File: config.mk
export PLATFORM = sky130hd
export DESIGN_NAME = mycpu
export DESIGN_NICKNAME = d
export VERILOG_FILES = /design/src/rtl/mips_pkg.sv /design/src/rtl/addr_map.sv /design/src/rtl/alu.sv /design/src/rtl/mips_core.sv /design/src/rtl/mycpu.sv /design/src/rtl/regfile.sv /design/src/rtl/sram_handshake.sv
export SDC_FILE = /design/constraint.sdc
export NUM_CORES = 2
export LEC_CHECK = 0
export ABC_AREA = 1
export BUFFER_PORTS_ARGS = -buffer_cell sky130_fd_sc_hd__clkbuf_2
export CAP_MARGIN = 20
export CORE_ASPECT_RATIO = 1.5
export CORE_MARGIN = 5
export CORE_UTILIZATION = 25
export DETAILED_ROUTE_END_ITERATION = 12
export GPL_TIMING_DRIVEN = 0
export PLACE_DENSITY = 0.37
export SYNTH_ARGS = -nofsm -noshare
export SYNTH_HDL_FRONTEND = slang
export SYNTH_SLANG_ARGS = --single-unit
File: constraint.sdc
create_clock -name clk -period 13.5 [get_ports clk]
set_input_delay 2.7 -clock clk [delete_from_list [all_inputs] [get_ports clk]]
set_output_delay 2.7 -clock clk [all_outputs]
set_load 0.005 [all_outputs]
File: src/rtl/mips_pkg.sv
package mips_pkg;

    typedef logic [31:0] word_t;
    typedef logic [4:0]  creg_addr_t;
    typedef logic [3:0]  rwen_t;
    typedef logic [5:0]  opcode_t;
    typedef logic [5:0]  funct_t;

    typedef enum logic [2:0] {
        ALU_ADD,
        ALU_SUB,
        ALU_AND,
        ALU_OR,
        ALU_SLT,
        ALU_LUI
    } alu_op_t;

    typedef enum logic [2:0] {
        ST_FETCH,
        ST_DECODE,
        ST_EXEC,
        ST_MEM,
        ST_WB
    } core_state_t;

    // boot vector in kseg1
    localparam word_t RESET_PC = 32'hbfc00000;

    // primary opcodes
    localparam opcode_t OP_SPECIAL = 6'h00;
    localparam opcode_t OP_J       = 6'h02;
    localparam opcode_t OP_BEQ     = 6'h04;
    localparam opcode_t OP_BNE     = 6'h05;
    localparam opcode_t OP_ADDIU   = 6'h09;
    localparam opcode_t OP_ORI     = 6'h0d;
    localparam opcode_t OP_LUI     = 6'h0f;
    localparam opcode_t OP_LW      = 6'h23;
    localparam opcode_t OP_SW      = 6'h2b;

    // function codes for SPECIAL
    localparam funct_t FN_ADDU = 6'h21;
    localparam funct_t FN_SUBU = 6'h23;
    localparam funct_t FN_AND  = 6'h24;
    localparam funct_t FN_OR   = 6'h25;
    localparam funct_t FN_SLT  = 6'h2a;

endpackage

File: src/rtl/addr_map.sv
`timescale 1ns/1ns

module addr_map import mips_pkg::*; #(
    parameter bit DO_ADDR_TRANSLATION = 1'b1
) (
    input  word_t inst_vaddr,
    input  word_t data_vaddr,
    output word_t inst_paddr,
    output word_t data_paddr
);

    // kseg0 and kseg1 (0x8..0xb) both fold down onto the low 512MB
    function automatic word_t to_phys(word_t va);
        word_t pa;
        pa = va;
        if (va[31:30] == 2'b10) begin
            pa[31:29] = 3'b000;
        end
        return pa;
    endfunction

    if (DO_ADDR_TRANSLATION) begin : g_map
        assign inst_paddr = to_phys(inst_vaddr);
        assign data_paddr = to_phys(data_vaddr);
    end else begin : g_pass
        assign inst_paddr = inst_vaddr;
        assign data_paddr = data_vaddr;
    end

endmodule

File: src/rtl/alu.sv
`timescale 1ns/1ns

module alu import mips_pkg::*; (
    input  alu_op_t op,
    input  word_t   a,
    input  word_t   b,
    output word_t   y,
    output logic    zero
);

    always_comb begin
        case (op)
            ALU_ADD: begin
                y = a + b;
            end
            ALU_SUB: begin
                y = a - b;
            end
            ALU_AND: begin
                y = a & b;
            end
            ALU_OR: begin
                y = a | b;
            end
            // signed compare
            ALU_SLT: begin
                y = {31'b0, $signed(a) < $signed(b)};
            end
            // immediate sits in b, a is ignored
            ALU_LUI: begin
                y = {b[15:0], 16'h0000};
            end
            default: begin
                y = '0;
            end
        endcase
    end

    // beq/bne decision
    assign zero = (y == '0);

endmodule

File: src/rtl/mips_core.sv
`timescale 1ns/1ns

module mips_core import mips_pkg::*; (
    input  logic       clk,
    input  logic       rst,

    output logic       inst_start,
    output word_t      inst_vaddr,
    input  logic       inst_done,
    input  word_t      inst_rdata,

    output logic       mem_start,
    output logic       mem_wr,
    output word_t      data_vaddr,
    output word_t      data_wdata,
    input  logic       mem_done,
    input  word_t      mem_rdata,

    output word_t      debug_wb_pc,
    output rwen_t      debug_wb_rf_wen,
    output creg_addr_t debug_wb_rf_wnum,
    output word_t      debug_wb_rf_wdata
);

    core_state_t state;
    word_t       pc;
    word_t       ir;
    word_t       ir_pc;
    word_t       a_q;
    word_t       b_q;
    word_t       res_q;
    // bus request already issued for the current state
    logic        busy;

    opcode_t     opcode;
    funct_t      funct;
    creg_addr_t  rs;
    creg_addr_t  rt;
    creg_addr_t  rd;
    logic [15:0] imm;
    word_t       imm_sext;
    word_t       imm_zext;

    alu_op_t     alu_op;
    word_t       alu_b;
    word_t       alu_y;
    logic        alu_zero;
    logic        rf_write;
    creg_addr_t  dest;
    logic        is_load;
    logic        is_store;

    word_t       rd1;
    word_t       rd2;
    word_t       pc_plus4;
    word_t       br_target;
    word_t       j_target;
    logic        br_taken;
    logic        wb_we;

    // instruction fields
    assign opcode   = ir[31:26];
    assign rs       = ir[25:21];
    assign rt       = ir[20:16];
    assign rd       = ir[15:11];
    assign funct    = ir[5:0];
    assign imm      = ir[15:0];
    assign imm_sext = {{16{imm[15]}}, imm};
    assign imm_zext = {16'h0000, imm};

    always_comb begin
        alu_op   = ALU_ADD;
        alu_b    = b_q;
        rf_write = 1'b0;
        dest     = rt;
        is_load  = 1'b0;
        is_store = 1'b0;
        case (opcode)
            OP_SPECIAL: begin
                dest     = rd;
                rf_write = 1'b1;
                case (funct)
                    FN_ADDU: alu_op = ALU_ADD;
                    FN_SUBU: alu_op = ALU_SUB;
                    FN_AND:  alu_op = ALU_AND;
                    FN_OR:   alu_op = ALU_OR;
                    FN_SLT:  alu_op = ALU_SLT;
                    // unsupported function retires as a nop
                    default: rf_write = 1'b0;
                endcase
            end
            OP_ADDIU: begin
                alu_b    = imm_sext;
                rf_write = 1'b1;
            end
            OP_ORI: begin
                alu_op   = ALU_OR;
                alu_b    = imm_zext;
                rf_write = 1'b1;
            end
            OP_LUI: begin
                alu_op   = ALU_LUI;
                alu_b    = imm_zext;
                rf_write = 1'b1;
            end
            OP_LW: begin
                alu_b    = imm_sext;
                rf_write = 1'b1;
                is_load  = 1'b1;
            end
            OP_SW: begin
                alu_b    = imm_sext;
                is_store = 1'b1;
            end
            // compare through subtraction
            OP_BEQ, OP_BNE: begin
                alu_op = ALU_SUB;
            end
            default: begin
            end
        endcase
    end

    regfile regfile_i (
        .clk (clk),
        .rst (rst),
        .ra1 (rs),
        .ra2 (rt),
        .rd1 (rd1),
        .rd2 (rd2),
        .we  (wb_we),
        .wa  (dest),
        .wd  (res_q)
    );

    alu alu_i (
        .op   (alu_op),
        .a    (a_q),
        .b    (alu_b),
        .y    (alu_y),
        .zero (alu_zero)
    );

    // next pc candidates
    assign pc_plus4  = pc + 32'd4;
    assign br_target = pc_plus4 + {imm_sext[29:0], 2'b00};
    assign j_target  = {pc_plus4[31:28], ir[25:0], 2'b00};
    assign br_taken  = (opcode == OP_BEQ && alu_zero) || (opcode == OP_BNE && !alu_zero);

    always_ff @(posedge clk) begin
        if (rst) begin
            state <= ST_FETCH;
            pc    <= RESET_PC;
            busy  <= 1'b0;
        end else begin
            case (state)
                ST_FETCH: begin
                    if (inst_start) begin
                        busy <= 1'b1;
                    end
                    if (inst_done) begin
                        busy  <= 1'b0;
                        state <= ST_DECODE;
                    end
                end
                ST_DECODE: begin
                    state <= ST_EXEC;
                end
                ST_EXEC: begin
                    if (opcode == OP_J) begin
                        pc <= j_target;
                    end else if (br_taken) begin
                        pc <= br_target;
                    end else begin
                        pc <= pc_plus4;
                    end
                    state <= (is_load || is_store) ? ST_MEM : ST_WB;
                end
                ST_MEM: begin
                    if (mem_start) begin
                        busy <= 1'b1;
                    end
                    if (mem_done) begin
                        busy  <= 1'b0;
                        state <= is_load ? ST_WB : ST_FETCH;
                    end
                end
                ST_WB: begin
                    state <= ST_FETCH;
                end
                default: begin
                    state <= ST_FETCH;
                end
            endcase
        end
    end

    // datapath registers
    always_ff @(posedge clk) begin
        case (state)
            ST_FETCH: begin
                if (inst_done) begin
                    ir    <= inst_rdata;
                    ir_pc <= pc;
                end
            end
            ST_DECODE: begin
                a_q <= rd1;
                b_q <= rd2;
            end
            ST_EXEC: begin
                res_q <= alu_y;
            end
            ST_MEM: begin
                if (mem_done && is_load) begin
                    res_q <= mem_rdata;
                end
            end
            default: begin
            end
        endcase
    end

    assign inst_start = (state == ST_FETCH) && !busy;
    assign inst_vaddr = pc;

    // address stays in res_q until the load data arrives
    assign mem_start  = (state == ST_MEM) && !busy;
    assign mem_wr     = is_store;
    assign data_vaddr = res_q;
    assign data_wdata = b_q;

    assign wb_we             = (state == ST_WB) && rf_write;
    assign debug_wb_pc       = ir_pc;
    assign debug_wb_rf_wen   = (wb_we && dest != '0) ? 4'hf : 4'h0;
    assign debug_wb_rf_wnum  = dest;
    assign debug_wb_rf_wdata = res_q;

endmodule

File: src/rtl/mycpu.sv
`timescale 1ns/1ns

module mycpu import mips_pkg::*; #(
    parameter bit DO_ADDR_TRANSLATION = 1'b1
) (
    input  logic       clk,
    input  logic       rst,

    output logic       inst_req,
    output logic       inst_wr,
    output logic [1:0] inst_size,
    output word_t      inst_addr,
    output word_t      inst_wdata,
    input  word_t      inst_rdata,
    input  logic       inst_addr_ok,
    input  logic       inst_data_ok,

    output logic       data_req,
    output logic       data_wr,
    output logic [1:0] data_size,
    output word_t      data_addr,
    output word_t      data_wdata,
    input  word_t      data_rdata,
    input  logic       data_addr_ok,
    input  logic       data_data_ok,

    output word_t      debug_wb_pc,
    output rwen_t      debug_wb_rf_wen,
    output creg_addr_t debug_wb_rf_wnum,
    output word_t      debug_wb_rf_wdata
);

    logic  inst_start;
    logic  inst_done;
    word_t inst_vaddr;
    word_t inst_rdata_core;

    logic  mem_start;
    logic  mem_wr;
    logic  mem_done;
    word_t data_vaddr;
    word_t data_wdata_core;
    word_t mem_rdata;

    mips_core core_i (
        .clk               (clk),
        .rst               (rst),
        .inst_start        (inst_start),
        .inst_vaddr        (inst_vaddr),
        .inst_done         (inst_done),
        .inst_rdata        (inst_rdata_core),
        .mem_start         (mem_start),
        .mem_wr            (mem_wr),
        .data_vaddr        (data_vaddr),
        .data_wdata        (data_wdata_core),
        .mem_done          (mem_done),
        .mem_rdata         (mem_rdata),
        .debug_wb_pc       (debug_wb_pc),
        .debug_wb_rf_wen   (debug_wb_rf_wen),
        .debug_wb_rf_wnum  (debug_wb_rf_wnum),
        .debug_wb_rf_wdata (debug_wb_rf_wdata)
    );

    // fetch side never writes
    sram_handshake i_handshake (
        .clk       (clk),
        .rst       (rst),
        .start     (inst_start),
        .wr_in     (1'b0),
        .wdata_in  ('0),
        .addr_ok   (inst_addr_ok),
        .data_ok   (inst_data_ok),
        .rdata     (inst_rdata),
        .req       (inst_req),
        .wr        (inst_wr),
        .size      (inst_size),
        .wdata     (inst_wdata),
        .done      (inst_done),
        .rdata_out (inst_rdata_core)
    );

    sram_handshake d_handshake (
        .clk       (clk),
        .rst       (rst),
        .start     (mem_start),
        .wr_in     (mem_wr),
        .wdata_in  (data_wdata_core),
        .addr_ok   (data_addr_ok),
        .data_ok   (data_data_ok),
        .rdata     (data_rdata),
        .req       (data_req),
        .wr        (data_wr),
        .size      (data_size),
        .wdata     (data_wdata),
        .done      (mem_done),
        .rdata_out (mem_rdata)
    );

    addr_map #(
        .DO_ADDR_TRANSLATION (DO_ADDR_TRANSLATION)
    ) addr_map_i (
        .inst_vaddr (inst_vaddr),
        .data_vaddr (data_vaddr),
        .inst_paddr (inst_addr),
        .data_paddr (data_addr)
    );

endmodule

File: src/rtl/regfile.sv
`timescale 1ns/1ns

module regfile import mips_pkg::*; (
    input  logic       clk,
    input  logic       rst,
    input  creg_addr_t ra1,
    input  creg_addr_t ra2,
    output word_t      rd1,
    output word_t      rd2,
    input  logic       we,
    input  creg_addr_t wa,
    input  word_t      wd
);

    word_t regs [32];

    always_ff @(posedge clk) begin
        if (rst) begin
            regs <= '{default: '0};
        end else if (we && wa != '0) begin
            regs[wa] <= wd;
        end
    end

    // $zero reads as zero whatever was written
    assign rd1 = (ra1 == '0) ? '0 : regs[ra1];
    assign rd2 = (ra2 == '0) ? '0 : regs[ra2];

endmodule

File: src/rtl/sram_handshake.sv
`timescale 1ns/1ns

module sram_handshake import mips_pkg::*; (
    input  logic       clk,
    input  logic       rst,
    input  logic       start,
    input  logic       wr_in,
    input  word_t      wdata_in,
    input  logic       addr_ok,
    input  logic       data_ok,
    input  word_t      rdata,
    output logic       req,
    output logic       wr,
    output logic [1:0] size,
    output word_t      wdata,
    output logic       done,
    output word_t      rdata_out
);

    // 4-byte transfer encoding
    localparam logic [1:0] SIZE_WORD = 2'b10;

    typedef enum logic [1:0] {
        HS_IDLE,
        HS_REQ,
        HS_WAIT
    } hs_state_t;

    hs_state_t state;
    logic      wr_q;
    word_t     wdata_q;

    always_ff @(posedge clk) begin
        if (rst) begin
            state <= HS_IDLE;
            wr_q  <= 1'b0;
        end else begin
            case (state)
                HS_IDLE: begin
                    if (start) begin
                        state <= HS_REQ;
                        wr_q  <= wr_in;
                    end
                end
                // hold the request until the slave takes the address
                HS_REQ: begin
                    if (addr_ok) begin
                        state <= HS_WAIT;
                    end
                end
                HS_WAIT: begin
                    if (data_ok) begin
                        state <= HS_IDLE;
                    end
                end
                default: begin
                    state <= HS_IDLE;
                end
            endcase
        end
    end

    always_ff @(posedge clk) begin
        if (state == HS_IDLE && start) begin
            wdata_q <= wdata_in;
        end
    end

    assign req       = (state == HS_REQ);
    assign wr        = wr_q;
    assign size      = SIZE_WORD;
    assign wdata     = wdata_q;
    assign done      = (state == HS_WAIT) && data_ok;
    assign rdata_out = rdata;

endmodule

==> results of run 1 <==
synthesized netlist by cell type (6+ instances only):
library cell  instances
a221oi_1              7
dfxtp_1            1063
o211ai_1            172
nor3_1               61
nand4_1              49
buf_2                73
a2bb2oi_1            15
o22ai_1              97
xor2_1               40
o21ai_1              20
xnor2_1              16
buf_4               103
nor2_2               21
inv_2                15
or2_2                 9
ha_1                140
o21ai_0            1641
a2111oi_0            12
o2111ai_1             6
nand3b_1             15
o221ai_1            144
o21bai_1             15
nand2_1            1090
a31oi_1              59
nor2_1             1341
o21ai_2               9
edfxtp_1            190
clkbuf_1            737
buf_1                57
clkinv_1             24
a41oi_1               8
nand3_1             396
a21oi_1             993
a311oi_1             26
a211oi_1            477
inv_1               705
metal layers:
| metal | overflow | global-route usage (%) |
|---|---|---|
| met1 | 31 | 72.8 |
| met2 | 2134 | 90.0 |
| met3 | 42 | 56.9 |
| met4 | 1351 | 73.6 |
| met5 | 1 | 32.1 |
per-stage QoR:
stage                     hold slack (ns)  std cells  util, %  cell area (um^2)
after detailed placement            0.425      14200     29.8             83000
after CTS                           0.437      14500     31.7             88100
after global placement              0.421      13900     27.3             75900
after floorplan                     0.409       9940        -             70100
kinds of logic after synthesis:
| logic type | count (synthesis) | synth area share [%] |
|---|---|---|
| fa+ha+maj | 143 | 2.59 |
| simple gates | 3008 | 17.5 |
| compound gates | 3720 | 30.6 |
| xor+xnor | 56 | 0.702 |
| other cells | 2 | 0.0107 |
| flops | 1253 | 38.6 |
| buf+inv | 1716 | 9.92 |
| mux | 3 | 0.0430 |
==> flow_metrics.env, run 1 <==
export IMPL_status="did not finish"
export IMPL_lastStage="global routing"
export IMPL_first_error="[ERROR GRT-0116] Global routing finished with congestion. Check the congestion regions in the DRC Viewer."
export IMPL_gp_congestion=1.25
export IMPL_place_hpwl_mm=724
export IMPL_yosys_area_top_type="dfxtp_1"
export IMPL_grt_pass1_wl_mm=1480
export IMPL_async_reset_ff_share_pct=0
export IMPL_io_pins=279
export IMPL_avgSynthCellArea_um2=7.06
export IMPL_yosys_area_top_type_share_pct=30.4
export IMPL_yosysWarnings=0
export IMPL_rows=237
export IMPL_synth_distinct_cells=62
export IMPL_clockBufferDepth=4
export IMPL_grt_pass1_vias=114000
export IMPL_synth_area_um2=69900
export IMPL_cts_sinks=1253
export IMPL_die_w_um=442
export IMPL_ctsResizeCount=0
export IMPL_htreeDepth=4
export IMPL_io_buffers=236
export IMPL_synth_seq_cells=1253
export IMPL_ys_seq_area_share_pct=38.6
export IMPL_hold_buffers=0
export IMPL_die_height_um=658
export IMPL_synth_edff_count=190
export IMPL_grt_start_max_net_pins=35
export IMPL_synthCells=9901
export IMPL_numCtsBuffers=157
export IMPL_grt_overflow=3559
export IMPL_pre_cts_ws_ns=5.58
export IMPL_initial_core_util_pct=25.1
export IMPL_cts_root_buf="clkbuf_16"
export IMPL_post_cts_setup_buffers=0
export IMPL_ys_top_cells_by_area="dfxtp_1 (30%), o21ai_0 (12%), edfxtp_1 (8.2%)"
export IMPL_grt_use_total_pct=73.2
export IMPL_synth_ff_type="dfxtp_1"
==> run 2: changes to the inputs <==
--- a/config.mk
+++ b/config.mk
@@ -8,12 +8,11 @@
 export ABC_AREA = 1
 export BUFFER_PORTS_ARGS = -buffer_cell sky130_fd_sc_hd__clkbuf_2
 export CAP_MARGIN = 20
-export CORE_ASPECT_RATIO = 1.5
 export CORE_MARGIN = 5
-export CORE_UTILIZATION = 25
+export CORE_UTILIZATION = 20
 export DETAILED_ROUTE_END_ITERATION = 12
 export GPL_TIMING_DRIVEN = 0
-export PLACE_DENSITY = 0.37
+export PLACE_DENSITY_LB_ADDON = 0.15
 export SYNTH_ARGS = -nofsm -noshare
 export SYNTH_HDL_FRONTEND = slang
 export SYNTH_SLANG_ARGS = --single-unit
==> run 2 against run 1 <==
The flow now finishes, with violations (antenna rules). Synthesized cell count is the same. Synthesized area unchanged.
==> flow_metrics.env, run 2 <==
export IMPL_fin_hold_ws_ns=0.439
export IMPL_largest_register="core_i.regfile_i.regs"
export IMPL_max_freq_mhz=127
export IMPL_min_delay_path_depth=2
export IMPL_die_area_um2=361000
export IMPL_violations="antenna rules"
export IMPL_synth_seq_cells=1253
export IMPL_post_cts_setup_buffers=0
export IMPL_cts_tree="done"
export IMPL_final_hold_viol_count=0
export IMPL_synth_area_um2=69900
export IMPL_clk_pin_slew_ns=0.06
export IMPL_grt_pass1_wl_mm=1070
export IMPL_synth_ff_type="dfxtp_1"
export IMPL_largest_reg_flops=1024
export IMPL_ys_seq_area_share_pct=38.6
export IMPL_stdcell_count=15800
export IMPL_power_density_nw_per_um2=112
export IMPL_area_growth_pct=31.2
export IMPL_place_hpwl_mm=709
export IMPL_synth_xor_area_share_pct=0.702
export IMPL_drv_slew=0
export IMPL_grt_start_max_net_pins=34
export IMPL_clockBufferDepth=4
export IMPL_slew_headroom_pct=9.20
export IMPL_drt_total_wl_mm=890
export IMPL_grt_overflow=0
export IMPL_cts_root_buf="clkbuf_16"
export IMPL_yosys_area_top_type="dfxtp_1"
export IMPL_total_power_mw=10.3
export IMPL_rr_worst_depth=24
export IMPL_power_leakage_nw=35.4
export IMPL_hold_buffers=0
export IMPL_synth_common_cells="o21ai_0 (1641), nor2_1 (1341), nand2_1 (1090)"
export IMPL_htreeDepth=4
export IMPL_ctsResizeCount=0
export IMPL_numCtsBuffers=175
export IMPL_final_nets=11000
export IMPL_critPathSlowestCell="nor3_1"
export IMPL_io_buffers=236
export IMPL_skew_ns=0.0678
export IMPL_drc=0
export IMPL_drive_gt1_share_pct=14.6
export IMPL_worst_path_most_repeated_cell="nand2_1"
export IMPL_crit_chain="inv_1, nand2_1, and3_1, o21ai_0, ha_1, clkbuf_1, nor2_1, nand2_1, nor3_1, nand3_1, nand3_1, nand2_1, nand3_1, nand3_1, nor2_1, nand2_1, nor2_2, nand3_1, nand2_2, nand2_4, buf_2, o211ai_1, nand2_1, nand2_1"
export IMPL_synth_top_family_by_area="compound AO/OA/AOI/OAI gates"
export IMPL_tightest_slew_ns=1.36
export IMPL_synth_edff_count=190
export IMPL_worstPathArrival_ns=8.79
export IMPL_die_height_um=601
export IMPL_fin_crit_ns=7.91
export IMPL_status="complete, but fails checks"
export IMPL_yosysWarnings=0
export IMPL_post_synth_top_count_cell="o21ai_0"
export IMPL_cp_max_fo=16
export IMPL_rsz0062_at_grt="no"
export IMPL_place_inst=15100
export IMPL_synth_distinct_cells=62
export IMPL_drt_wirelength_per_cell_um=56.4
export IMPL_synth_compound_area_share_pct=30.6
export IMPL_final_cell_mix="o21ai_0 (1639), nor2_1 (1339), nand2_1 (1090)"
export IMPL_critPathMaxStageDelay_ns=0.92
export IMPL_grt_pass1_vias=84000
export IMPL_cts_sinks=1253
export IMPL_setup_viol=0
export IMPL_drt_iter0_markers=15700
export IMPL_finalCritPeriodShare_pct=58.6
export IMPL_antenna_found_initial=287
export IMPL_async_reset_ff_share_pct=0
export IMPL_ys_top_cells_by_area="dfxtp_1 (30%), o21ai_0 (12%), edfxtp_1 (8.2%)"
export IMPL_cp_start_kind="flop"
export IMPL_end_kind="flop"
export IMPL_drv_cap=0
export IMPL_synth_adder_area_share_pct=2.59
export IMPL_pre_cts_ws_ns=5.59
export IMPL_final_cell_area_um2=91700
export IMPL_peakVddDrop_v=0.0000872
export IMPL_gp_congestion=1.08
export IMPL_io_pins=279
export IMPL_hold_path_class="flop to flop"
export IMPL_rows=217
export IMPL_num_vias=96400
export IMPL_layout_commonest_cell="o21ai_0"
export IMPL_synthCells=9901
export IMPL_criticalPathCategory="flop to flop"
export IMPL_drtAntennaViolNets=2
export IMPL_final_util_pct=26.3
export IMPL_avgSynthCellArea_um2=7.06
export IMPL_required_ns=14.39
export IMPL_dr_pass1_iters=8
export IMPL_synth_simple_area_share_pct=17.5
export IMPL_core_area_um2=349000
export IMPL_die_w_um=601
export IMPL_tns_ns=0
export IMPL_clock_latency_ns=0.99
export IMPL_initial_core_util_pct=20.0
export IMPL_synthMuxAreaShare_pct=0.0430
export IMPL_via_per_inst=6.12
export IMPL_place_area_um2=84900
export IMPL_yosys_area_top_type_share_pct=30.4
export IMPL_worst_slack_ns=5.59
export IMPL_grt_use_total_pct=46.9
## run 2: cell counts after synthesis
No cell type changed its count.
## run 2: cells by family (layout without fill, tap and decap cells)
family / after synthesis / count (layout)
AO/OA/AOI/OAI: 3720 / 3720
XOR/XNOR: 56 / 56
adder cells (fa/ha/maj): 143 / 143
buffers and inverters: 1716 / 2658
flip-flops: 1253 / 1253
multiplexers: 3 / 3
other: 2 / 325
AND/OR/NAND/NOR: 3008 / 3008
## run 2: routing by layer
metal  vias to the layer above  wire length, um  GRT usage [%]
li1                      36300                -              -
met1                     48000           320000           52.3
met2                      8943           370000           68.9
met3                      3109            91700           15.7
met4                        62           107000           46.5
met5                         -              733              0
## run 2: final timing paths
kind	startpoint	to	slack, ns
worst min-delay path	core_i.regfile_i.regs[1014]	core_i.regfile_i.regs[1014]	0.44
worst max register to register	core_i.ir[15]	core_i.inst_vaddr[25]	5.59
worst max-delay path	core_i.ir[15]	core_i.inst_vaddr[25]	5.59
worst min register to register	core_i.regfile_i.regs[1014]	core_i.regfile_i.regs[1014]	0.44
## run 2: area by class of cell
class | count | area [um^2]
fill | 38600 | 257000
multi-input combinational | 6971 | 36300
sequential | 1253 | 27000
timing repair buffer | 620 | 8520
tap | 4599 | 5750
clock buffer | 246 | 4970
buffer | 972 | 4660
inverter | 744 | 2790
clock inverter | 76 | 1070
antenna | 284 | 711
## run 2: report_power, final
part           total [mW]  switching, mW  internal [mW]  leakage, nW
registers            3.86         0.0440           3.81         10.3
logic                1.24          0.974          0.268         22.2
clock network        5.22           2.25           2.97         2.95
## run 2: critical path: cells and delay by family (launching register included)
kind,cells,cell delay [ns]
compound gates,2,0.74
fa+ha+maj,1,0.37
buf+inv,3,1.01
flops,1,0.86
simple gates,18,4.82
(Power assumes the default switching activity.)
